===== src/rtl/csr_pkg.sv =====
package csr_pkg;

    typedef logic [31:0] word_t;
    typedef logic [13:0] csr_num_t;
    typedef logic [5:0]  ecode_t;
    typedef logic [8:0]  esubcode_t;

    // instruction offered by the pipeline
    typedef enum logic [2:0] {
        OP_NONE,
        OP_CSRRD,
        OP_CSRWR,
        OP_CSRXCHG,
        OP_ERTN
    } csr_op_e;

    // content of the single stage register
    typedef enum logic [2:0] {
        MODE_NONE,
        MODE_READ,
        MODE_WRITE,
        MODE_ERTN,
        MODE_TRAP
    } stage_mode_e;

    localparam int INT_LINES = 9;   // hw0..hw7, ipi on top
    localparam int LIE_W     = 13;
    localparam int CRMD_W    = 9;   // plv[1:0] ie[2] da[3] pg[4]

    localparam logic [CRMD_W-1:0] CRMD_RESET = 9'h008;

    localparam csr_num_t CSR_CRMD   = 14'h0;
    localparam csr_num_t CSR_PRMD   = 14'h1;
    localparam csr_num_t CSR_ECFG   = 14'h4;
    localparam csr_num_t CSR_ESTAT  = 14'h5;
    localparam csr_num_t CSR_ERA    = 14'h6;
    localparam csr_num_t CSR_BADV   = 14'h7;
    localparam csr_num_t CSR_EENTRY = 14'hc;
    localparam csr_num_t CSR_SAVE0  = 14'h30;
    localparam csr_num_t CSR_SAVE1  = 14'h31;
    localparam csr_num_t CSR_SAVE2  = 14'h32;
    localparam csr_num_t CSR_SAVE3  = 14'h33;
    localparam csr_num_t CSR_TID    = 14'h40;
    localparam csr_num_t CSR_TCFG   = 14'h41;
    localparam csr_num_t CSR_TVAL   = 14'h42;
    localparam csr_num_t CSR_TICLR  = 14'h44;

    localparam ecode_t ECODE_INT = 6'h0;
    localparam ecode_t ECODE_ADE = 6'h8;
    localparam ecode_t ECODE_ALE = 6'h9;
    localparam ecode_t ECODE_SYS = 6'hb;
    localparam ecode_t ECODE_BRK = 6'hc;
    localparam ecode_t ECODE_INE = 6'hd;

endpackage


===== src/rtl/csr_decode.sv =====
module csr_decode (
    input  logic                          clk,
    input  logic                          rstn,
    input  logic                          stall,
    input  logic                          flush,
    input  logic                          inst_valid,
    input  csr_pkg::csr_op_e              inst_op,
    input  csr_pkg::word_t                inst_pc,
    input  csr_pkg::csr_num_t             csr_num,
    input  csr_pkg::word_t                wdata,
    input  csr_pkg::word_t                wmask,
    input  logic                          excp_valid,
    input  csr_pkg::ecode_t               excp_ecode,
    input  csr_pkg::esubcode_t            excp_esubcode,
    input  csr_pkg::word_t                bad_vaddr,
    input  logic [csr_pkg::INT_LINES-1:0] int_lines,
    input  logic                          int_pending,
    input  csr_pkg::word_t                old_value,
    output csr_pkg::stage_mode_e          st_mode,
    output logic                          st_int,
    output csr_pkg::ecode_t               st_ecode,
    output csr_pkg::esubcode_t            st_esubcode,
    output csr_pkg::word_t                st_pc,
    output csr_pkg::word_t                st_vaddr,
    output csr_pkg::csr_num_t             st_num,
    output csr_pkg::word_t                st_wdata,
    output csr_pkg::word_t                st_rdata
);
    import csr_pkg::*;

    logic        take_int;
    stage_mode_e nxt_mode;
    ecode_t      nxt_ecode;
    esubcode_t   nxt_esubcode;
    word_t       nxt_vaddr;
    word_t       nxt_wdata;
    word_t       merge_mask;

    // interrupt rides on a valid offer, never twice in a row
    assign take_int   = int_pending && inst_valid && !st_int;
    assign merge_mask = (inst_op == OP_CSRXCHG) ? wmask : '1;

    always_comb
    begin
        nxt_mode     = MODE_NONE;
        nxt_ecode    = excp_ecode;
        nxt_esubcode = excp_esubcode;
        nxt_vaddr    = inst_pc;   // fetch side faults
        nxt_wdata    = (old_value & ~merge_mask) | (wdata & merge_mask);
        if (take_int)
        begin
            nxt_mode     = MODE_TRAP;
            nxt_ecode    = ECODE_INT;
            nxt_esubcode = '0;
            nxt_wdata    = word_t'(int_lines);   // lines seen at the trap
        end
        else if (excp_valid)
        begin
            nxt_mode = MODE_TRAP;
            if (excp_ecode == ECODE_ADE || excp_ecode == ECODE_ALE)
                nxt_vaddr = bad_vaddr;
        end
        else if (inst_valid)
        begin
            case (inst_op)
                OP_CSRRD:   nxt_mode = MODE_READ;
                OP_CSRWR:   nxt_mode = MODE_WRITE;
                OP_CSRXCHG: nxt_mode = MODE_WRITE;
                OP_ERTN:    nxt_mode = MODE_ERTN;
                default:    nxt_mode = MODE_NONE;
            endcase
        end
    end

    always_ff @(posedge clk)
    begin
        if (!rstn)
        begin
            st_mode <= MODE_NONE;
            st_int  <= 1'b0;
        end
        else if (!stall)
        begin
            if (flush && !take_int)   // interrupt wins over flush
            begin
                st_mode <= MODE_NONE;
                st_int  <= 1'b0;
            end
            else
            begin
                st_mode <= nxt_mode;
                st_int  <= take_int;
            end
        end
    end

    always_ff @(posedge clk)
    begin
        if (!stall)
        begin
            st_ecode    <= nxt_ecode;
            st_esubcode <= nxt_esubcode;
            st_pc       <= inst_pc;
            st_vaddr    <= nxt_vaddr;
            st_num      <= csr_num;
            st_wdata    <= nxt_wdata;
            st_rdata    <= old_value;
        end
    end

endmodule


===== src/rtl/csr_regfile.sv =====
module csr_regfile (
    input  logic                          clk,
    input  logic                          rstn,
    input  csr_pkg::csr_num_t             rd_num,
    input  logic [csr_pkg::INT_LINES-1:0] int_lines,
    input  logic                          ti_pending,
    input  csr_pkg::word_t                tval,
    input  csr_pkg::word_t                tcfg,
    input  csr_pkg::stage_mode_e          st_mode,
    input  logic                          st_int,
    input  csr_pkg::ecode_t               st_ecode,
    input  csr_pkg::esubcode_t            st_esubcode,
    input  csr_pkg::word_t                st_pc,
    input  csr_pkg::word_t                st_vaddr,
    input  csr_pkg::csr_num_t             st_num,
    input  csr_pkg::word_t                st_wdata,
    output csr_pkg::word_t                rd_value,
    output logic                          int_pending,
    output logic [csr_pkg::CRMD_W-1:0]    crmd,
    output csr_pkg::word_t                era,
    output csr_pkg::word_t                eentry,
    output logic                          tcfg_we,
    output logic                          ticlr
);
    import csr_pkg::*;

    logic [2:0]       prmd;   // pie, pplv
    logic [LIE_W-1:0] ecfg_lie;
    logic [1:0]       estat_is;   // software bits
    ecode_t           estat_ecode;
    esubcode_t        estat_esubcode;
    word_t            badv;
    logic [31:6]      eentry_va;
    word_t            save0, save1, save2, save3;
    word_t            tid;
    logic [LIE_W-1:0] int_vec;
    logic             wr_commit;

    // ipi, timer, reserved, hw lines, sw bits
    assign int_vec     = {int_lines[INT_LINES-1], ti_pending, 1'b0,
                          int_lines[INT_LINES-2:0], estat_is};
    assign int_pending = (|(int_vec & ecfg_lie)) && crmd[2];
    assign wr_commit   = (st_mode == MODE_WRITE);
    assign tcfg_we     = wr_commit && (st_num == CSR_TCFG);
    assign ticlr       = wr_commit && (st_num == CSR_TICLR) && st_wdata[0];
    assign eentry      = {eentry_va, 6'b0};

    always_comb
    begin
        case (rd_num)
            CSR_CRMD:   rd_value = word_t'(crmd);
            CSR_PRMD:   rd_value = word_t'(prmd);
            CSR_ECFG:   rd_value = word_t'(ecfg_lie);
            CSR_ESTAT:  rd_value = {1'b0, estat_esubcode, estat_ecode, 3'b0, int_vec};
            CSR_ERA:    rd_value = era;
            CSR_BADV:   rd_value = badv;
            CSR_EENTRY: rd_value = eentry;
            CSR_SAVE0:  rd_value = save0;
            CSR_SAVE1:  rd_value = save1;
            CSR_SAVE2:  rd_value = save2;
            CSR_SAVE3:  rd_value = save3;
            CSR_TID:    rd_value = tid;
            CSR_TCFG:   rd_value = tcfg;
            CSR_TVAL:   rd_value = tval;
            default:    rd_value = '0;   // ticlr reads zero
        endcase
    end

    always_ff @(posedge clk)
    begin
        if (!rstn)
        begin
            crmd           <= CRMD_RESET;
            prmd           <= '0;
            ecfg_lie       <= '0;
            estat_is       <= '0;
            estat_ecode    <= '0;
            estat_esubcode <= '0;
        end
        else
        begin
            case (st_mode)
                MODE_TRAP:
                begin
                    prmd           <= crmd[2:0];
                    crmd[2:0]      <= 3'b0;
                    estat_ecode    <= st_int ? ECODE_INT : st_ecode;
                    estat_esubcode <= st_int ? '0 : st_esubcode;
                end
                MODE_ERTN:
                    crmd[2:0] <= prmd;
                MODE_WRITE:
                begin
                    case (st_num)
                        CSR_CRMD:
                        begin
                            crmd[2:0]        <= st_wdata[2:0];
                            crmd[CRMD_W-1:5] <= st_wdata[CRMD_W-1:5];
                            if (st_wdata[4] ^ st_wdata[3])   // da and pg one-hot only
                                crmd[4:3] <= st_wdata[4:3];
                        end
                        CSR_PRMD:  prmd     <= st_wdata[2:0];
                        CSR_ECFG:  ecfg_lie <= {st_wdata[12:11], 1'b0, st_wdata[9:0]};
                        CSR_ESTAT: estat_is <= st_wdata[1:0];
                        default:   ;
                    endcase
                end
                default: ;
            endcase
        end
    end

    always_ff @(posedge clk)
    begin
        if (st_mode == MODE_TRAP)
        begin
            era <= st_pc;
            if (!st_int && (st_ecode == ECODE_ADE || st_ecode == ECODE_ALE))
                badv <= st_vaddr;
        end
        else if (wr_commit)
        begin
            case (st_num)
                CSR_ERA:    era       <= st_wdata;
                CSR_BADV:   badv      <= st_wdata;
                CSR_EENTRY: eentry_va <= st_wdata[31:6];
                CSR_SAVE0:  save0     <= st_wdata;
                CSR_SAVE1:  save1     <= st_wdata;
                CSR_SAVE2:  save2     <= st_wdata;
                CSR_SAVE3:  save3     <= st_wdata;
                CSR_TID:    tid       <= st_wdata;
                default:    ;
            endcase
        end
    end

endmodule


===== src/rtl/csr_timer.sv =====
module csr_timer (
    input  logic           clk,
    input  logic           rstn,
    input  logic           tcfg_we,
    input  csr_pkg::word_t wdata,
    input  logic           ticlr,
    output csr_pkg::word_t tcfg,
    output csr_pkg::word_t tval,
    output logic           ti_pending
);
    import csr_pkg::*;

    logic tcfg_load;   // new tcfg reaches tval one edge later
    logic en;
    logic periodic;

    assign en       = tcfg[0];
    assign periodic = tcfg[1];

    always_ff @(posedge clk)
    begin
        if (!rstn)
        begin
            tcfg       <= '0;
            tval       <= '0;
            tcfg_load  <= 1'b0;
            ti_pending <= 1'b0;
        end
        else
        begin
            tcfg_load <= tcfg_we;
            if (tcfg_we)
                tcfg <= wdata;

            if (ticlr)
                ti_pending <= 1'b0;
            else if (en && tval == '0 && !tcfg_load)
                ti_pending <= 1'b1;

            if (tcfg_load)
                tval <= {tcfg[31:2], 2'b00};
            else if (en)
            begin
                if (tval == '0 && periodic)
                    tval <= {tcfg[31:2], 2'b00};
                else if (tval != '1)   // one-shot parks at all ones
                    tval <= tval - 32'd1;
            end
        end
    end

endmodule


===== src/rtl/csr_redirect.sv =====
module csr_redirect (
    input  logic                 clk,
    input  logic                 rstn,
    input  csr_pkg::stage_mode_e st_mode,
    input  logic                 st_int,
    input  csr_pkg::word_t       st_pc,
    input  csr_pkg::word_t       era,
    input  csr_pkg::word_t       eentry,
    output logic                 pipe_flush,
    output logic                 int_flush,
    output csr_pkg::word_t       redirect_pc,
    output logic                 excp_flush,
    output logic                 ertn_flush
);
    import csr_pkg::*;

    // reads and empty slots let the pipeline run on
    assign pipe_flush = (st_mode == MODE_WRITE) || (st_mode == MODE_ERTN)
                        || (st_mode == MODE_TRAP);
    assign int_flush  = (st_mode == MODE_TRAP) && st_int;

    always_comb
    begin
        case (st_mode)
            MODE_TRAP:
                redirect_pc = eentry;
            MODE_ERTN:
                redirect_pc = era;
            default:
                redirect_pc = st_pc + 32'd4;
        endcase
    end

    // pulses line up with the commit edge
    always_ff @(posedge clk)
    begin
        if (!rstn)
        begin
            excp_flush <= 1'b0;
            ertn_flush <= 1'b0;
        end
        else
        begin
            excp_flush <= (st_mode == MODE_TRAP);
            ertn_flush <= (st_mode == MODE_ERTN);
        end
    end

endmodule


===== src/rtl/csr_unit.sv =====
module csr_unit (
    input  logic                          clk,
    input  logic                          rstn,
    input  logic                          stall,
    input  logic                          flush,
    input  logic                          inst_valid,
    input  csr_pkg::csr_op_e              inst_op,
    input  csr_pkg::word_t                inst_pc,
    input  csr_pkg::csr_num_t             csr_num,
    input  csr_pkg::word_t                wdata,
    input  csr_pkg::word_t                wmask,
    input  logic                          excp_valid,
    input  csr_pkg::ecode_t               excp_ecode,
    input  csr_pkg::esubcode_t            excp_esubcode,
    input  csr_pkg::word_t                bad_vaddr,
    input  logic [csr_pkg::INT_LINES-1:0] int_lines,
    output csr_pkg::word_t                rdata,
    output logic                          pipe_flush,
    output logic                          int_flush,
    output csr_pkg::word_t                redirect_pc,
    output logic                          excp_flush,
    output logic                          ertn_flush,
    output logic [csr_pkg::CRMD_W-1:0]    crmd
);
    import csr_pkg::*;

    stage_mode_e st_mode;
    logic        st_int;
    ecode_t      st_ecode;
    esubcode_t   st_esubcode;
    word_t       st_pc, st_vaddr, st_wdata;
    csr_num_t    st_num;
    word_t       rd_value;
    logic        int_pending;
    word_t       era, eentry;
    logic        tcfg_we, ticlr;
    word_t       tcfg, tval;
    logic        ti_pending;

    csr_decode csr_decode_i (
        .old_value (rd_value),
        .st_rdata  (rdata),
        .*
    );

    csr_regfile csr_regfile_i (
        .rd_num (csr_num),
        .*
    );

    csr_timer csr_timer_i (
        .wdata (st_wdata),   // committed write value
        .*
    );

    csr_redirect csr_redirect_i (.*);

endmodule


===== config.mk =====
export PLATFORM = sky130hd
export DESIGN_NAME = csr_unit
export DESIGN_NICKNAME = d
export VERILOG_FILES = /design/src/rtl/csr_pkg.sv /design/src/rtl/csr_decode.sv /design/src/rtl/csr_regfile.sv /design/src/rtl/csr_timer.sv /design/src/rtl/csr_redirect.sv /design/src/rtl/csr_unit.sv
export SDC_FILE = /design/constraint.sdc
export NUM_CORES = 1
export LEC_CHECK = 0
export BUFFER_PORTS_ARGS = -buffer_cell sky130_fd_sc_hd__buf_2
export CELL_PAD_IN_SITES_DETAIL_PLACEMENT = 2
export CELL_PAD_IN_SITES_GLOBAL_PLACEMENT = 2
export CORE_ASPECT_RATIO = 1.1
export CORE_MARGIN = 5
export CORE_UTILIZATION = 40
export CTS_CLUSTER_DIAMETER = 150
export CTS_CLUSTER_SIZE = 8
export DETAILED_ROUTE_END_ITERATION = 10
export PLACE_DENSITY_LB_ADDON = 0.1
export SYNTH_ARGS = -nofsm -noshare
export SYNTH_HDL_FRONTEND = slang
export SYNTH_SLANG_ARGS = --single-unit

===== constraint.sdc =====
create_clock -name clk -period 5.7 [get_ports clk]
set_input_delay 0.855 -clock clk [delete_from_list [all_inputs] [get_ports clk]]
set_output_delay 0.855 -clock clk [all_outputs]
set_load 0.02 [all_outputs]

; Word-level counts from Yosys, hierarchy flattened
; Cells that the tools add are included.
[word_totals]
wordCells = 163
inputBits = 175
romBits = 0
latch_bits = 0
ff_bits = 520
memories = 0
out_inout_bits = 77
ram_bits = 0
[classes]
n_mul = 0
add_sub_neg = 2
n_eq_ne = 41
div = 0
n_lt_le_gt_ge = 0
n_shift = 0
n_mux = 30
n_reduce_logical = 49
bitwise_logic = 8
[op_table]
columns = op, n
row1 = 32-bit two-way mux, 15
row2 = 32-bit one-hot mux with 14 select lines, 1
row3 = "14-bit by 3-bit equality test with 1-bit output, second input constant", 8
row4 = "14-bit by 6-bit equality test with 1-bit output, second input constant", 8
row5 = "14-bit by 7-bit equality test with 1-bit output, second input constant", 6
row6 = 32-bit AND, 2
row7 = 32-bit one-hot mux with 2 select lines, 1
row8 = "32-bit by 3-bit adder with 32-bit output, second input constant", 1
row9 = 32-bit logical NOT, 1
row10 = "32-bit != test, second input constant", 1
row11 = 32-bit inverter, 1
row12 = 32-bit OR, 1
row13 = "32-bit by 1-bit subtractor with 32-bit output, second input constant", 1
row14 = "14-bit by 1-bit equality test with 1-bit output, second input constant", 2
row15 = "14-bit by 4-bit equality test with 1-bit output, second input constant", 2
row16 = 14-bit logical NOT, 2
row17 = "6-bit by 4-bit equality test with 1-bit output, second input constant", 4
row18 = 3-bit AND reduction, 8
row19 = 3-bit two-way mux, 6
row20 = 9-bit two-way mux, 2
row21 = 2-bit AND reduction, 8
row22 = 13-bit AND, 1
row23 = 13-bit OR reduction, 1
row24 = "3-bit by 2-bit equality test with 1-bit output, second input constant", 4
row25 = other kinds (16), 43

; Depth between registers and ports, before layout
; Gate-level depths: netlist (run 1).
[depth]
word_depth = 8
depth_mapped = 10
mapped_depth_nobuf = 8

; By module
; A second synthesis (run 1) with hierarchy kept.
[hier_totals]
hier_cells = 2064
hier_area_um2 = 24161.9
[modules_own_cells]
columns = mod, seq_area_each_um2, cells_each, area_each_um2, instances
row1 = csr_regfile, 8328.0, 1088, 13202.7, 1
row2 = csr_decode, 4794.6, 385, 6231.0, 1
row3 = csr_timer, 1321.3, 414, 3490.8, 1
row4 = csr_redirect, 40.0, 177, 1237.4, 1

; Worst setup path before layout (run 1)
; Ideal clock, no wire load.
[synth_timing]
path_type = input port to flip-flop
start = input stall
end = register csr_decode_i.st_mode[2]
setup_slack_ns = 1.008
path_buffers = 0
setup_ns = 0.121
t_arrival_ns = 4.571
required_ns = 5.579
cell_stages = 3
path_cell_list = inv_1 > o21ai_0 > a31oi_1
[synth_rtl]
columns = item, line_no
row1 = from (decl), csr_unit.sv:4  ; input logic stall,
row2 = to (signal assigned), csr_decode.sv:91  ; st_mode <= nxt_mode;
row3 = to (decl), csr_decode.sv:19  ; output csr_pkg::stage_mode_e st_mode,

; Worst setup path in the final report (run 1)
[layout_timing]
start = register csr_decode_i.st_pc[16]
end = output redirect_pc[29]
[layout_via]
elab_chain_len = 2
[layout_rtl]
columns = item, line_no
row1 = from (decl), csr_decode.sv:23  ; output csr_pkg::word_t st_pc,
row2 = from (signal assigned), csr_decode.sv:103  ; st_pc <= inst_pc;
row3 = 32-bit by 3-bit adder with 32-bit output, csr_redirect.sv:30  ; redirect_pc = st_pc + 32'd4;
row4 = 32-bit one-hot mux with 2 select lines, csr_redirect.sv:24  ; case (st_mode)
row5 = to (decl), csr_unit.sv:20  ; output csr_pkg::word_t redirect_pc,
; Every way passes these cells.

==> flow_metrics.env, run 1 <==
export IMPL_drt_vias_per_instance=6.24
export IMPL_drt_total_wl_um=98600
export IMPL_route_antenna_remaining_nets=0
export IMPL_cts_tree="built"
export IMPL_final_cell_mix="edfxtp_1, nand2_1, buf_2"
export IMPL_ys_ff_latch=520
export IMPL_hold_buffers=0
export IMPL_crit_type="flop to primary output"
export IMPL_drv_cap=0
export IMPL_reg2reg_slack_ns=1.73
export IMPL_syn_cell_area_um2=23800
export IMPL_seq_area_frac_synth_pct=60.9
export IMPL_timing_final_crit_period_ns=4.25
export IMPL_multi_input_area_um2=8800
export IMPL_clkTransAtPathRegs_ns=0.06
export IMPL_period_share_pct=74.5
export IMPL_finClkSkew_ns=0.0147
export IMPL_power_density_nw_per_um2=321
export IMPL_synthArstFlopShare_pct=0
export IMPL_grt_overflow=0
export IMPL_p_leak_nw=9.90
export IMPL_start_kind="flop"
export IMPL_num_vias=19300
export IMPL_h_tree_depth=3
export IMPL_drc=0
export IMPL_cp_slowest_cell="nor4_1"
export IMPL_setup_viol=0
export IMPL_seq_area_um2=14500
export IMPL_status="complete, no violations"
export IMPL_synth_fp_nets=2205
export IMPL_synth_cell_types=84
export IMPL_drv_slew=0
export IMPL_cts_sinks=520
export IMPL_vdd_drop_max_uv=183
export IMPL_core_area_um2=58800
export IMPL_drive_gt1_share_pct=21.6
export IMPL_fmax_ghz=0.236
export IMPL_hold_class="input pin to flop"
export IMPL_syn_avg_cell_area_um2=11.7
export IMPL_grt_antenna_before_repair=4
export IMPL_nNetsFinal=2456
export IMPL_grt_pass1_vias=20700
export IMPL_max_stage_delay_ns=0.77
export IMPL_final_common_cell="edfxtp_1"
export IMPL_die_x_um=242
export IMPL_cts_buffer_depth=3
export IMPL_cpMostUsedCell="nand4_1"
export IMPL_dieArea_um2=64400
export IMPL_crit_arrival_ns=3.39
export IMPL_rsz0062_at_grt="false"
export IMPL_critical_path_top_delay_family="simple AND/OR/NAND/NOR gates"
export IMPL_io_buffers=251
export IMPL_drt_wirelength_per_cell_um=31.9
export IMPL_io_pins=252
export IMPL_hold_slack_ns=0.445
export IMPL_syn_inst=2027
export IMPL_core_rowCount=93
export IMPL_drt_iter0_markers=1924
export IMPL_drtPass1Iterations=6
export IMPL_post_cts_buffers=0
export IMPL_synth_edf_count=407
export IMPL_cts_root_buf="clkbuf_16"
export IMPL_cts_resized=0
export IMPL_crit_required_ns=4.85
export IMPL_grt_start_max_net_pins=81
export IMPL_path_buf_inv=1
export IMPL_track_usage_pct=29.6
export IMPL_setup_worst_path_end_class="primary output"
export IMPL_fp_dieH_um=266
export IMPL_yosysTopAreaCell="edfxtp_1"
export IMPL_synthTopCellsByArea="edfxtp_1, dfxtp_1, nand2_1"
export IMPL_hold_violations=0
export IMPL_grt_pass1_wl_um=142000
export IMPL_start_util_pct=40.5
export IMPL_synth_top_cell_area_share_pct=51.4
export IMPL_n_fill_cell=5880
export IMPL_gp_congestion=0.920
export IMPL_worst_path_max_fanout=6
export IMPL_cts_made_buffers=74
export IMPL_ys_warn_count=0
export IMPL_area_growth_pct=18.1
export IMPL_setup_tns_ns=0
export IMPL_clkLatencyLatePin_ns=0.60
export IMPL_crit_chain="nand4_1 > nor4_1 > nand4_1 > nor3_1 > xnor2_1 > o21ai_0 > buf_2"
export IMPL_tightest_slew_ns=1.20
export IMPL_synthFlopType="edfxtp_1"
export IMPL_max_slew_margin_rel_pct=20.1
export IMPL_dpl_hpwl_um=70900
-- per-stage QoR --
step	std cells	total power [W]	setup WS, ns	instance area, um2	util [%]
final	3095	0.00902	1.45	28100	47.8
after floorplan	2027	0.00466	1.01	23800	-
after global routing	3095	0.00929	1.34	28100	47.8
after CTS	3094	0.00908	1.46	28100	47.8
after global placement	2962	0.00496	1.74	26000	44.2
after detailed placement	2962	0.00499	1.69	26000	44.2
-- worst register-to-register path, delay by kind of cell, from the launching register on --
kind	cells	cell delay, ns
fa+ha+maj	1	0.22
mux	1	0.52
compound gates	1	0.33
buf+inv	1	0.13
flops	1	0.43
simple gates	4	2.24
-- final cells by class --
class | count | share of cell area (%)
multi-input combinational | 1360 | 31.4
timing repair buffer | 305 | 5.92
clock buffer | 129 | 7.33
tap | 760 | 3.39
antenna | 1 | 0.00892
clock inverter | 3 | 0.120
inverter | 17 | 0.245
sequential | 520 | 51.6
-- metal layers --
metal	wire length, um	GRT usage (%)
met3	7950	6.30
met1	40700	39.5
met5	11	0
met2	46400	48.2
met4	3680	10.7
-- registers in the layout (all words and copies together), names as in the netlist, 14 cells and up --
name	cells
csr_regfile_i.era	32
csr_regfile_i.save0	32
csr_decode_i.st_rdata	32
csr_decode_i.st_vaddr	32
csr_regfile_i.save2	32
csr_timer_i.tcfg	32
csr_regfile_i.save1	32
csr_regfile_i.badv	32
csr_regfile_i.save3	32
csr_timer_i.tval	32
csr_decode_i.st_pc	32
csr_decode_i.st_wdata	32
csr_decode_i.st_num	14
csr_regfile_i.tid	32
csr_regfile_i.eentry_va	26
-- power breakdown --
group	total, W	switching [W]	internal, W
Sequential	0.00433	0.000119	0.00421
Clock	0.00410	0.00167	0.00243
Combinational	0.000592	0.000395	0.000197
-- worst paths after layout --
path,start,endpoint,cells past startpoint
worst max-delay path,csr_decode_i.st_pc[16],redirect_pc[29],7
worst min-delay path,inst_pc[21],csr_decode_i.st_pc[21],1
worst max register to register,csr_timer_i.tval[0],csr_timer_i.tval[3],8
worst min register to register,csr_regfile_i.estat_esubcode[5],csr_regfile_i.estat_esubcode[5],2
-- synth_stat cells (11+ instances only) --
master	number
edfxtp_1	407
nand2_1	326
nor2_1	127
dfxtp_1	113
clkbuf_1	101
a21oi_1	89
a22oi_1	78
o21ai_0	75
mux2_2	59
mux2i_1	55
nor3_1	44
nand3_1	36
nor4_1	29
xnor2_1	29
nand4_1	27
and2_1	26
a22o_1	23
a221oi_1	19
inv_1	17
nand3b_1	16
o21bai_1	16
xor2_1	16
a222oi_1	15
a32oi_1	15
buf_2	15
o311a_1	14
or4_1	13
and3_1	12
o2bb2ai_1	12
mux4_2	11
-- cells by family after synthesis --
group	Yosys count	share of synthesized area, %
compound gates	452	13.4
xor+xnor	45	1.66
fa+ha+maj	3	0.158
buf+inv	147	2.49
flops	520	60.9
mux	125	6.15
simple gates	735	15.2
Note: power is estimated with default switching activity, not from simulation.
==> run 2: changes to the inputs <==
clock period = 4.1 ns   (was 5.7 ns; I/O delays follow)
==> flow_metrics.env, run 2 (synthesis results as in run 1) <==
export IMPL_drt_iter0_markers=2179
export IMPL_final_cell_mix="edfxtp_1, nand2_1, buf_2"
export IMPL_timing_rr_start="csr_timer_i.tval[0]"
export IMPL_drt_total_wl_um=101000
export IMPL_vdd_drop_max_uv=279
export IMPL_worst_path_max_fanout=8
export IMPL_drive_gt1_share_pct=23.0
export IMPL_cts_resized=0
export IMPL_fmax_ghz=0.269
export IMPL_max_slew_margin_rel_pct=35.3
export IMPL_start_util_pct=40.5
export IMPL_grt_pass1_wl_um=145000
export IMPL_io_buffers=251
export IMPL_drv_cap=0
export IMPL_final_common_cell="edfxtp_1"
export IMPL_cts_tree="built"
export IMPL_grt_overflow=0
export IMPL_diodes=0
export IMPL_fp_dieH_um=266
export IMPL_drt_wirelength_per_cell_um=32.3
export IMPL_hold_class="input pin to flop"
export IMPL_core_rowCount=93
export IMPL_drt_vias_per_instance=6.22
export IMPL_setup_worst_path_end_class="primary output"
export IMPL_setup_tns_ns=0
export IMPL_cts_buffer_depth=3
export IMPL_cts_made_buffers=74
export IMPL_grt_antenna_before_repair=4
export IMPL_reg2reg_depth=8
export IMPL_dieArea_um2=64400
export IMPL_crit_required_ns=3.48
export IMPL_drv_slew=0
export IMPL_gp_congestion=0.891
export IMPL_num_vias=19500
export IMPL_setup_viol=0
export IMPL_nNetsFinal=2495
export IMPL_post_cts_buffers=0
export IMPL_hold_violations=0
export IMPL_cts_sinks=520
export IMPL_timing_final_crit_period_ns=3.72
export IMPL_tightest_slew_ns=0.964
export IMPL_rsz0062_at_grt="false"
export IMPL_start_kind="flop"
export IMPL_p_leak_nw=10.1
export IMPL_die_x_um=242
export IMPL_route_antenna_remaining_nets=0
export IMPL_grt_start_max_net_pins=54
export IMPL_drc=0
export IMPL_clkTransAtPathRegs_ns=0.05
export IMPL_io_pins=252
export IMPL_core_area_um2=58800
export IMPL_crit_type="flop to primary output"
export IMPL_power_density_nw_per_um2=447
export IMPL_fin_cells=3135
export IMPL_finClkSkew_ns=0.0213
export IMPL_crit_start="csr_decode_i.st_pc[2]"
export IMPL_dpl_hpwl_um=73400
export IMPL_placedCellCount=3001
export IMPL_r2r_end="csr_timer_i.tval[8]"
export IMPL_cts_root_buf="clkbuf_16"
export IMPL_area_growth_pct=19.5
export IMPL_grt_pass1_vias=20600
export IMPL_drtPass1Iterations=6
export IMPL_hold_buffers=0
export IMPL_period_share_pct=90.7
export IMPL_clkLatencyLatePin_ns=0.63
export IMPL_cp_endpoint="redirect_pc[26]"
export IMPL_track_usage_pct=30.3
export IMPL_h_tree_depth=3
export IMPL_crit_arrival_ns=3.10
export IMPL_reg2reg_slack_ns=0.81
export IMPL_status="complete, no violations"
==> run 2: worst min-delay path by stage <==
stage                                    start                         endpoint  slack [ns]  depth (start not counted)
3_3_place_gp   csr_regfile_i.estat_esubcode[5]  csr_regfile_i.estat_esubcode[5]        0.46                          2
5_1_grt                            inst_pc[20]           csr_decode_i.st_pc[20]        0.16                          1
4_1_cts                            inst_pc[20]           csr_decode_i.st_pc[20]        0.14                          1
6_report                           inst_pc[20]           csr_decode_i.st_pc[20]        0.17                          1
3_5_place_dp   csr_regfile_i.estat_esubcode[6]  csr_regfile_i.estat_esubcode[6]        0.45                          2
2_1_floorplan     csr_regfile_i.estat_ecode[0]     csr_regfile_i.estat_ecode[0]        0.43                          2
==> run 2: layout make-up <==
| cell class | instances | area (um2) |
|---|---|---|
| Sequential cell | 520 | 14500 |
| Fill cell | 5944 | 30400 |
| Multi-Input combinational cell | 1360 | 8770 |
| Inverter | 17 | 67.6 |
| Timing Repair Buffer | 344 | 1950 |
| Clock buffer | 127 | 2050 |
| Clock inverter | 7 | 120 |
| Tap cell | 760 | 951 |
==> run 2: critical path, stage by stage, from the launching register on <==
cell and delay [ns]:
edfxtp_1 0.45, ha_1 0.30, nand4_1 0.22, or3_1 0.60, nor3_1 0.28, xnor2_1 0.08
o21ai_0 0.31, buf_2 0.24
==> run 2: metrics by stage <==
| stage | setup slack, ns | total power (W) | util [%] | hold WS, ns | cell area, um2 |
|---|---|---|---|---|---|
| finish | 0.382 | 0.0127 | 48.3 | 0.173 | 28400 |
| detailed placement | 0.577 | 0.00694 | 44.6 | 0.454 | 26200 |
| floorplan | 0.0329 | 0.00648 | - | 0.429 | 23800 |
| global placement | 0.630 | 0.00691 | 44.6 | 0.461 | 26200 |
| CTS | 0.293 | 0.0128 | 48.3 | 0.137 | 28400 |
| global route | 0.143 | 0.0131 | 48.3 | 0.164 | 28400 |
==> run 2: where the power goes <==
| group | switching (W) | internal [W] |
|---|---|---|
| Sequential | 0.000168 | 0.00585 |
| Clock | 0.00244 | 0.00341 |
| Combinational | 0.000551 | 0.000282 |
| Total | 0.00316 | 0.00955 |
==> run 2: routing by layer <==
metal | track usage [%] | routed length (um) | vias up
li1 | - | - | 8371
met1 | 40.6 | 41800 | 10000
met2 | 49.8 | 48100 | 895
met3 | 6.03 | 8120 | 186
met4 | 10.1 | 3210 | 2
met5 | 0 | 20 | -
